### src/eye_tracker_link_pkg.sv
`default_nettype none

package eye_tracker_link_pkg;

    typedef logic [7:0] uart_byte_t;

    // 8N1 line timing, in cclk cycles per bit
    localparam int BIT_CYCLES = 8;

    // Depth of the TX FIFO, also the starting credit count
    localparam int TX_FIFO_DEPTH = 4;
    typedef logic [2:0] credit_t;

    // Report layout
    localparam int REPORT_BYTES = 12;
    localparam uart_byte_t REPORT_SYNC = 8'hA5;

    typedef enum logic [1:0] {
        IDLE,
        SEND,
        WAIT_CREDIT
    } report_state_e;

endpackage

`default_nettype wire

### src/eye_tracker_video_pkg.sv
`default_nettype none

package eye_tracker_video_pkg;

    // ------------------------------------------------------------------
    // Camera side widths
    // ------------------------------------------------------------------
    localparam int NUM_TAPS = 2;

    typedef logic [7:0]  pixel_t;
    typedef logic [9:0]  coord_t;

    // Centroid sums, sized for a 640x480 sensor
    typedef logic [19:0] sum_s_t;
    typedef logic [27:0] sum_sx_t;
    typedef logic [27:0] sum_sy_t;

    // One registered camera beat, shared by all lanes
    typedef struct packed {
        logic                   valid;
        logic                   frame_end;
        coord_t                 x;
        coord_t                 y;
        pixel_t [NUM_TAPS-1:0]  pix;
    } cl_beat_t;

    // Per-lane frame totals
    typedef struct packed {
        logic    valid;
        sum_s_t  s;
        sum_sx_t sx;
        sum_sy_t sy;
    } lane_sums_t;

endpackage

`default_nettype wire
### src/eye_tracker_top.sv
`timescale 1ns/1ps
`default_nettype none

module eye_tracker_top (
    input  logic                           cclk,
    input  logic                           rst_n,
    input  logic                           fval,
    input  logic                           lval,
    input  logic                           dval,
    input  eye_tracker_video_pkg::pixel_t  data_l,
    input  eye_tracker_video_pkg::pixel_t  data_r,
    input  eye_tracker_video_pkg::pixel_t  threshold,
    output logic                           uart_txd
);
    import eye_tracker_video_pkg::*;
    import eye_tracker_link_pkg::*;

    cl_beat_t                   beat;
    lane_sums_t [NUM_TAPS-1:0]  lane_sums;
    logic                       tx_valid;
    uart_byte_t                 tx_byte;
    logic                       tx_credit;

    // ------------------------------------------------------------------
    // Video side
    // ------------------------------------------------------------------
    cl_input_align u_align (
        .cclk   (cclk),
        .rst_n  (rst_n),
        .fval   (fval),
        .lval   (lval),
        .dval   (dval),
        .data_l (data_l),
        .data_r (data_r),
        .beat   (beat)
    );

    // One accumulator per camera tap
    for (genvar i = 0; i < NUM_TAPS; i++) begin : g_lane
        centroid_lane #(
            .LANE (i)
        ) u_lane (
            .cclk      (cclk),
            .rst_n     (rst_n),
            .beat      (beat),
            .threshold (threshold),
            .sums      (lane_sums[i])
        );
    end

    // ------------------------------------------------------------------
    // Report and UART
    // ------------------------------------------------------------------
    centroid_report u_report (
        .cclk      (cclk),
        .rst_n     (rst_n),
        .lane_sums (lane_sums),
        .tx_valid  (tx_valid),
        .tx_byte   (tx_byte),
        .tx_credit (tx_credit)
    );

    uart_tx u_uart (
        .cclk      (cclk),
        .rst_n     (rst_n),
        .tx_valid  (tx_valid),
        .tx_byte   (tx_byte),
        .tx_credit (tx_credit),
        .uart_txd  (uart_txd)
    );

endmodule

`default_nettype wire

### src/uart_tx.sv
`timescale 1ns/1ps
`default_nettype none

module uart_tx (
    input  logic                              cclk,
    input  logic                              rst_n,
    input  logic                              tx_valid,
    input  eye_tracker_link_pkg::uart_byte_t  tx_byte,
    output logic                              tx_credit,
    output logic                              uart_txd
);
    import eye_tracker_link_pkg::*;

    uart_byte_t                         fifo_mem [TX_FIFO_DEPTH];
    logic [$clog2(TX_FIFO_DEPTH)-1:0]   wr_ptr;
    logic [$clog2(TX_FIFO_DEPTH)-1:0]   rd_ptr;
    logic [$clog2(TX_FIFO_DEPTH):0]     fifo_count;
    logic                               busy;
    logic [$clog2(BIT_CYCLES)-1:0]      bit_timer;
    logic [3:0]                         bits_left;
    logic [9:0]                         shift_q;
    logic                               bit_tick;
    logic                               frame_done;
    logic                               pop;

    assign bit_tick   = busy && (int'(bit_timer) == BIT_CYCLES - 1);
    assign frame_done = bit_tick && (bits_left == '0);

    // Next byte loads as the stop bit ends, so bytes run back to back
    assign pop        = (fifo_count != '0) && (!busy || frame_done);
    assign tx_credit  = pop;
    assign uart_txd   = shift_q[0];

    // ------------------------------------------------------------------
    // Byte FIFO
    // ------------------------------------------------------------------
    always_ff @(posedge cclk) begin
        if (tx_valid) begin
            fifo_mem[wr_ptr] <= tx_byte;
        end
    end

    always_ff @(posedge cclk) begin
        if (!rst_n) begin
            wr_ptr     <= '0;
            rd_ptr     <= '0;
            fifo_count <= '0;
        end else begin
            if (tx_valid) begin
                wr_ptr <= wr_ptr + 1'b1;
            end
            if (pop) begin
                rd_ptr <= rd_ptr + 1'b1;
            end
            case ({tx_valid, pop})
                2'b10:   fifo_count <= fifo_count + 1'b1;
                2'b01:   fifo_count <= fifo_count - 1'b1;
                default: fifo_count <= fifo_count;
            endcase
        end
    end

    // ------------------------------------------------------------------
    // 8N1 shifter
    // ------------------------------------------------------------------
    always_ff @(posedge cclk) begin
        if (!rst_n) begin
            busy      <= 1'b0;
            bit_timer <= '0;
            bits_left <= '0;
            shift_q   <= '1;
        end else if (pop) begin
            // Stop, data LSB first, start
            busy      <= 1'b1;
            bit_timer <= '0;
            bits_left <= 4'd9;
            shift_q   <= {1'b1, fifo_mem[rd_ptr], 1'b0};
        end else if (frame_done) begin
            busy <= 1'b0;
        end else if (bit_tick) begin
            bit_timer <= '0;
            bits_left <= bits_left - 1'b1;
            shift_q   <= {1'b1, shift_q[9:1]};
        end else if (busy) begin
            bit_timer <= bit_timer + 1'b1;
        end
    end

endmodule

`default_nettype wire

### src/centroid_report.sv
`timescale 1ns/1ps
`default_nettype none

module centroid_report (
    input  logic                                                            cclk,
    input  logic                                                            rst_n,
    input  eye_tracker_video_pkg::lane_sums_t [eye_tracker_video_pkg::NUM_TAPS-1:0] lane_sums,
    output logic                                                            tx_valid,
    output eye_tracker_link_pkg::uart_byte_t                                tx_byte,
    input  logic                                                            tx_credit
);
    import eye_tracker_video_pkg::*;
    import eye_tracker_link_pkg::*;

    typedef logic [$clog2(REPORT_BYTES+1)-1:0] byte_idx_t;

    report_state_e                  state;
    byte_idx_t                      byte_idx;
    credit_t                        credits;
    logic [8*(REPORT_BYTES-1)-1:0]  report_q;
    logic                           all_valid;
    sum_s_t                         tot_s;
    sum_sx_t                        tot_sx;
    sum_sy_t                        tot_sy;
    logic                           start;
    logic                           send_ok;

    // ------------------------------------------------------------------
    // Lane merge
    // ------------------------------------------------------------------
    always_comb begin
        all_valid = 1'b1;
        tot_s     = '0;
        tot_sx    = '0;
        tot_sy    = '0;
        for (int i = 0; i < NUM_TAPS; i++) begin
            all_valid = all_valid & lane_sums[i].valid;
            tot_s     = tot_s + lane_sums[i].s;
            tot_sx    = tot_sx + lane_sums[i].sx;
            tot_sy    = tot_sy + lane_sums[i].sy;
        end
    end

    // Sync byte leaves in the same cycle the totals arrive
    assign start    = (state == IDLE) && all_valid;
    assign send_ok  = (state == SEND) && (credits != '0);
    assign tx_valid = start || send_ok;
    assign tx_byte  = start ? REPORT_SYNC : report_q[$bits(report_q)-1 -: 8];

    // ------------------------------------------------------------------
    // Credits and byte sequencing
    // ------------------------------------------------------------------
    always_ff @(posedge cclk) begin
        if (!rst_n) begin
            credits <= credit_t'(TX_FIFO_DEPTH);
        end else begin
            credits <= credits - credit_t'(tx_valid) + credit_t'(tx_credit);
        end
    end

    always_ff @(posedge cclk) begin
        if (!rst_n) begin
            state    <= IDLE;
            byte_idx <= '0;
        end else begin
            case (state)
                IDLE: begin
                    if (start) begin
                        state    <= SEND;
                        byte_idx <= byte_idx_t'(1);
                    end
                end
                SEND: begin
                    if (send_ok) begin
                        byte_idx <= byte_idx + 1'b1;
                        if (byte_idx == byte_idx_t'(REPORT_BYTES - 1)) begin
                            state <= WAIT_CREDIT;
                        end
                    end else begin
                        state <= WAIT_CREDIT;
                    end
                end
                WAIT_CREDIT: begin
                    // After the last byte, stay busy until the FIFO has drained
                    if (byte_idx == byte_idx_t'(REPORT_BYTES)) begin
                        if (credits == credit_t'(TX_FIFO_DEPTH)) begin
                            state    <= IDLE;
                            byte_idx <= '0;
                        end
                    end else if (credits != '0) begin
                        state <= SEND;
                    end
                end
                default: begin
                    state <= IDLE;
                end
            endcase
        end
    end

    // Fields MSB first, zero-extended
    always_ff @(posedge cclk) begin
        if (start) begin
            report_q <= {24'(tot_s), 32'(tot_sx), 32'(tot_sy)};
        end else if (send_ok) begin
            report_q <= report_q << 8;
        end
    end

endmodule

`default_nettype wire

### src/centroid_lane.sv
`timescale 1ns/1ps
`default_nettype none

module centroid_lane #(
    parameter int LANE = 0
) (
    input  logic                               cclk,
    input  logic                               rst_n,
    input  eye_tracker_video_pkg::cl_beat_t    beat,
    input  eye_tracker_video_pkg::pixel_t      threshold,
    output eye_tracker_video_pkg::lane_sums_t  sums
);
    import eye_tracker_video_pkg::*;

    pixel_t  pix;
    coord_t  col;
    logic    hit;
    sum_s_t  s_acc;
    sum_sx_t sx_acc;
    sum_sy_t sy_acc;
    logic    out_valid;
    sum_s_t  out_s;
    sum_sx_t out_sx;
    sum_sy_t out_sy;

    // This tap's pixel and its own column
    assign pix = beat.pix[LANE];
    assign col = beat.x + coord_t'(LANE);
    assign hit = beat.valid && (pix < threshold);

    // Frame accumulators
    always_ff @(posedge cclk) begin
        if (!rst_n || beat.frame_end) begin
            s_acc  <= '0;
            sx_acc <= '0;
            sy_acc <= '0;
        end else if (hit) begin
            s_acc  <= s_acc + 1'b1;
            sx_acc <= sx_acc + sum_sx_t'(col);
            sy_acc <= sy_acc + sum_sy_t'(beat.y);
        end
    end

    always_ff @(posedge cclk) begin
        if (!rst_n) begin
            out_valid <= 1'b0;
        end else begin
            out_valid <= beat.frame_end;
        end
    end

    // Totals held until the next frame end
    always_ff @(posedge cclk) begin
        if (beat.frame_end) begin
            out_s  <= s_acc;
            out_sx <= sx_acc;
            out_sy <= sy_acc;
        end
    end

    always_comb begin
        sums.valid = out_valid;
        sums.s     = out_s;
        sums.sx    = out_sx;
        sums.sy    = out_sy;
    end

endmodule

`default_nettype wire

### src/cl_input_align.sv
`timescale 1ns/1ps
`default_nettype none

module cl_input_align (
    input  logic                             cclk,
    input  logic                             rst_n,
    input  logic                             fval,
    input  logic                             lval,
    input  logic                             dval,
    input  eye_tracker_video_pkg::pixel_t    data_l,
    input  eye_tracker_video_pkg::pixel_t    data_r,
    output eye_tracker_video_pkg::cl_beat_t  beat
);
    import eye_tracker_video_pkg::*;

    logic                   fval_q;
    logic                   lval_q;
    logic                   active;
    coord_t                 x_cnt;
    coord_t                 y_cnt;
    logic                   valid_q;
    logic                   frame_end_q;
    coord_t                 x_q;
    coord_t                 y_q;
    pixel_t [NUM_TAPS-1:0]  pix_q;

    // Beat carries pixels only inside an active line
    assign active = fval && lval && dval;

    always_ff @(posedge cclk) begin
        if (!rst_n) begin
            fval_q      <= 1'b0;
            lval_q      <= 1'b0;
            valid_q     <= 1'b0;
            frame_end_q <= 1'b0;
        end else begin
            fval_q      <= fval;
            lval_q      <= lval;
            valid_q     <= active;
            frame_end_q <= fval_q && !fval;
        end
    end

    // Column of tap 0, restarts on every line
    always_ff @(posedge cclk) begin
        if (!rst_n || !lval) begin
            x_cnt <= '0;
        end else if (active) begin
            x_cnt <= x_cnt + coord_t'(NUM_TAPS);
        end
    end

    // Row advances at the end of each line within a frame
    always_ff @(posedge cclk) begin
        if (!rst_n || !fval) begin
            y_cnt <= '0;
        end else if (lval_q && !lval) begin
            y_cnt <= y_cnt + 1'b1;
        end
    end

    always_ff @(posedge cclk) begin
        x_q   <= x_cnt;
        y_q   <= y_cnt;
        pix_q <= {data_r, data_l};
    end

    always_comb begin
        beat.valid     = valid_q;
        beat.frame_end = frame_end_q;
        beat.x         = x_q;
        beat.y         = y_q;
        beat.pix       = pix_q;
    end

endmodule

`default_nettype wire

### config.mk
export PLATFORM = sky130hd
export DESIGN_NAME = eye_tracker_top
export DESIGN_NICKNAME = d
export VERILOG_FILES = /design/src/eye_tracker_link_pkg.sv /design/src/eye_tracker_video_pkg.sv /design/src/eye_tracker_top.sv /design/src/uart_tx.sv /design/src/centroid_report.sv /design/src/centroid_lane.sv /design/src/cl_input_align.sv
export SDC_FILE = /design/constraint.sdc
export NUM_CORES = 1
export LEC_CHECK = 0
export BUFFER_PORTS_ARGS = -buffer_cell sky130_fd_sc_hd__buf_2
export CAP_MARGIN = 20
export CORE_MARGIN = 2
export CORE_UTILIZATION = 51
export DETAILED_ROUTE_END_ITERATION = 10
export GPL_TIMING_DRIVEN = 1
export PLACE_DENSITY_LB_ADDON = 0.12
export REMOVE_ABC_BUFFERS = 1
export SYNTH_ARGS = -nofsm -noshare
export SYNTH_HDL_FRONTEND = slang
export SYNTH_SLANG_ARGS = --single-unit
### constraint.sdc
create_clock -name cclk -period 5.3 [get_ports cclk]
set_input_delay 1.06 -clock cclk [delete_from_list [all_inputs] [get_ports cclk]]
set_output_delay 1.06 -clock cclk [all_outputs]
set_load 0.01 [all_outputs]
==> results by group <==
Critical path
  – CP required: 5.77 ns
  – Critical Path, Cell by Cell: ha_1 > ha_1 > inv_1 > o21ai_1 > nand2b_1 > inv_2 > ha_1 > inv_1 > ha_1 > fa_1 > xnor2_1 > xnor2_1 > nand2_1
  – FF-to-FF path depth: 13
  – Crit Path Class: reg -> reg
  – Worst setup path start: u_uart.bit_timer[0]
  – WP buf/inv: 3
  – Slowest stage delay, CP: 0.39 ns
  – Max stage delay cell, worst path: fa_1
  – Worst path depth: 13
  – Worst R2R Start: u_uart.bit_timer[0]
  – R2r endpoint: u_report.credits[2]
  – Worst setup path end: u_report.credits[2]
  – Startpoint types: flop
  – CP dominant cell by count: ha_1
  – Critical Path AT: 3.53 ns
  – Kind of end point of the critical path: flop
  – Delay-heaviest family, CP: adder cells
  – R2r setup slk: 2.24 ns
  – Critical path peak fanout: 9

Logic synthesis
  – Synth Cell Area: 0.0246 sq mm
  – Synth Flop Type: edfxtp_1
  – Async set-or-reset flop fraction in the synthesized netlist: 0
  – Warnings, synthesis: 0
  – Post-synth EDFFs: 259
  – Cells after synthesis: 2349
  – Seq/Total Area, Yosys: 0.525
  – Netlist cell types: 87
  – Mean area per synthesized cell: 10.5 sq um
  – Yosys reg bits: 516

Die
  – Core box area: 0.0477 sq mm
  – Full die area: 0.0501 sq mm
  – Die H: 224 um
  – Num rows: 80
  – I/O Pins: 30
  – Starting Density: 0.516
  – Chip width: 224 um

Placed design
  – DP HPWL: 36.2 mm
  – Inst Count DP: 2931
  – Pre-CTS setup slack: 1.80 ns
  – Number of buffers added on ports: 29
  – GP Congestion: 0.835

Detailed routing
  – 1st-iter DRT viols: 1036
  – Detailed Route WL: 50.9 mm
  – Vias: 16.8k
  – Drt wl/cell: 16.8 um
  – DR pass1 iterations: 8
  – Post-route ant nets: 0
  – DRC errors left: 0
  – Vias per inst: 5.55

Cells and area
  – Fillers: 4090
  – Core Util, Final: 0.569
  – Commonest non-fill, non-tap cell in the layout: nand2_1
  – Fin nets: 2553
  – Finished Layout Cells: 3031
  – Layout area overhead: 10.3%
  – Reg area: 0.0129 sq mm
  – Antenna cells: 0
  – Layout cells sized above 1: 0.0778
  – Multi-input gate area: 0.0111 sq mm
  – Most frequent cells in the layout: 261 x nand2_1, 259 x edfxtp_1, 256 x dfxtp_1

Global route
  – GRT overflow: 0
  – Global-route wire length before repair: 84.4 mm
  – Gr usage total: 0.208
  – Vias in the first global route: 16.6k
  – Initial antenna violation count: 0
  – Largest net degree at the start of global routing: 84

Min path
  – Min-delay worst type: reg -> reg

Timing
  – Worst-Margin Slew: 1.04 ns
  – Final WS setup: 2.24 ns
  – Max-slew violations: 0
  – Rel. slew slack: 0.309
  – Fin crit share: 0.578
  – Final min period: 3.06 ns
  – Final Skew: 0.0163 ns
  – Max Clock Freq: 327 MHz
  – Final setup fails: 0
  – Final hold violation count: 0
  – RSZ-0062 raised after global routing: false

Clock tree
  – Root Driver: clkbuf_16
  – Post-CTS resize count: 0
  – Clk sink count: 516
  – Num CTS Buffers: 53
  – Clock tree buffer depth: 3
  – TritonCTS clock tree: yes
  – Clock transition at the registers of the reported paths: 0.06 ns
  – Clk_lat worst skew: 0.61 ns
  – H-tree Lvls: 2
  – Setup Buffers After CTS: 0
  – Hold Buf Count CTS: 0

Run
  – # Max-Cap Violations: 0

Pwr
  – Pwr dens: 356 mW/mm^2
  – Maximum vdd drop: 0.371 mV
  – Leakage: 10.3 nW

Status
  – Status: complete, no violations
-- worst register-to-register path, stage by stage (launching register included) --
cell and delay, ns:
dfxtp_1 0.35, ha_1 0.15, ha_1 0.18, inv_1 0.06
o21ai_1 0.32, nand2b_1 0.31, inv_2 0.25, ha_1 0.26
inv_1 0.06, ha_1 0.20, fa_1 0.39, xnor2_1 0.20
xnor2_1 0.14, nand2_1 0.06
-- synthesized netlist by cell type (7+ instances only) --
cell	number	area, sq um
inv_1	79	297
and3_1	30	188
nand2b_1	26	163
o21ai_1	29	145
o21a_1	19	143
a21o_1	35	263
xor2_1	105	920
mux2i_1	7	70.1
clkbuf_1	58	218
nor4_1	13	81.3
or3_1	12	75.1
a211oi_1	25	188
nor2_1	206	773
nand2_1	262	983
nand4_1	36	225
nor3b_1	8	60.1
ha_1	144	1800
a21oi_1	143	716
fa_1	9	180
and4_1	10	87.6
a22oi_1	10	75.1
nor2b_1	21	131
edfxtp_1	259	7780
o31ai_1	7	52.6
nor3_1	46	230
and2_1	31	194
o21ai_0	112	561
dfxtp_1	257	5140
mux4_2	8	180
o211ai_1	7	52.6
buf_2	14	70.1
o21bai_1	8	60.1
nand3_1	91	455
a21boi_0	7	52.6
xnor2_1	103	902
-- metal layers --
layer  GRT usage  vias to the layer above  wire length (um)
met5           0                        -                 0
met4      0.0699                        0              1480
met3      0.0331                       86              1950
met2       0.340                      274             23400
met1       0.283                     7983             24100
li1            -                     8471                 -
-- sequential cells by signal, indices dropped and copies added (netlist names), 2 cells and up, named ones only --
| register | cells |
|---|---|
| u_uart.shift_q | 9 |
| g_lane.u_lane.sx_acc | 55 |
| u_report.credits | 3 |
| u_align.x_q | 9 |
| g_lane.u_lane.out_s | 40 |
| u_uart.bits_left | 4 |
| u_uart.fifo_mem | 32 |
| u_uart.rd_ptr | 2 |
| u_report.byte_idx | 4 |
| u_align.y_q | 10 |
| u_uart.bit_timer | 3 |
| u_report.state | 2 |
| u_align.y_cnt | 10 |
| u_uart.fifo_count | 3 |
| u_align.beat | 16 |
| g_lane.u_lane.s_acc | 40 |
| g_lane.u_lane.out_sx | 55 |
| g_lane.u_lane.out_sy | 56 |
| u_uart.wr_ptr | 2 |
| u_align.x_cnt | 9 |
| g_lane.u_lane.sy_acc | 56 |
| u_report.report_q | 88 |
-- cell type report --
type	count	area share
repair buffers	46	0.0102
multi-input cells	1674	0.409
well taps	615	0.0283
inverters	80	0.0111
clock buffers	66	0.0544
clock inverters	34	0.0109
flip-flops and latches	516	0.476
-- power breakdown --
group | switching (mW) | total [mW] | internal (mW)
registers | 0.158 | 4.77 | 4.61
clock network | 1.55 | 3.77 | 2.22
logic | 0.717 | 1.13 | 0.415
-- kinds of logic after synthesis --
| family | after synthesis | share of synthesized area |
|---|---|---|
| AOI/OAI and AO/OA | 478 | 0.127 |
| xor gates and xnor gates | 208 | 0.0740 |
| adders and majority gates | 153 | 0.0805 |
| buffers and inverters | 159 | 0.0251 |
| DFF | 516 | 0.525 |
| muxes | 15 | 0.0102 |
| and+or+nand+nor | 820 | 0.159 |
-- worst min path at each step --
stage / startpoint / to / slack, ns / depth (start not counted)
after detailed placement: u_align.x_cnt[9] / u_align.x_q[9] / 0.36 / 0
after CTS: u_align.x_cnt[9] / u_align.x_q[9] / 0.37 / 0
after floorplan: u_align.x_cnt[9] / u_align.x_q[9] / 0.35 / 0
final: u_align.x_cnt[9] / u_align.x_q[9] / 0.37 / 0
after global placement: u_align.y_cnt[9] / u_align.y_q[9] / 0.36 / 0
after global routing: u_align.x_cnt[9] / u_align.x_q[9] / 0.38 / 0
-- per-stage QoR --
stage / setup TNS, ns / instance area (sq um) / power (mW) / hold slack [ns]
2_1_floorplan: -199.52 / 24300 / 5.63 / 0.349
6_report: 0 / 27200 / 9.67 / 0.368
3_5_place_dp: 0 / 25400 / 6.00 / 0.357
3_3_place_gp: 0 / 25400 / 5.96 / 0.358
4_1_cts: 0 / 27200 / 9.79 / 0.369
5_1_grt: 0 / 27200 / 10.1 / 0.382
Power figures use the tool's default switching activity.
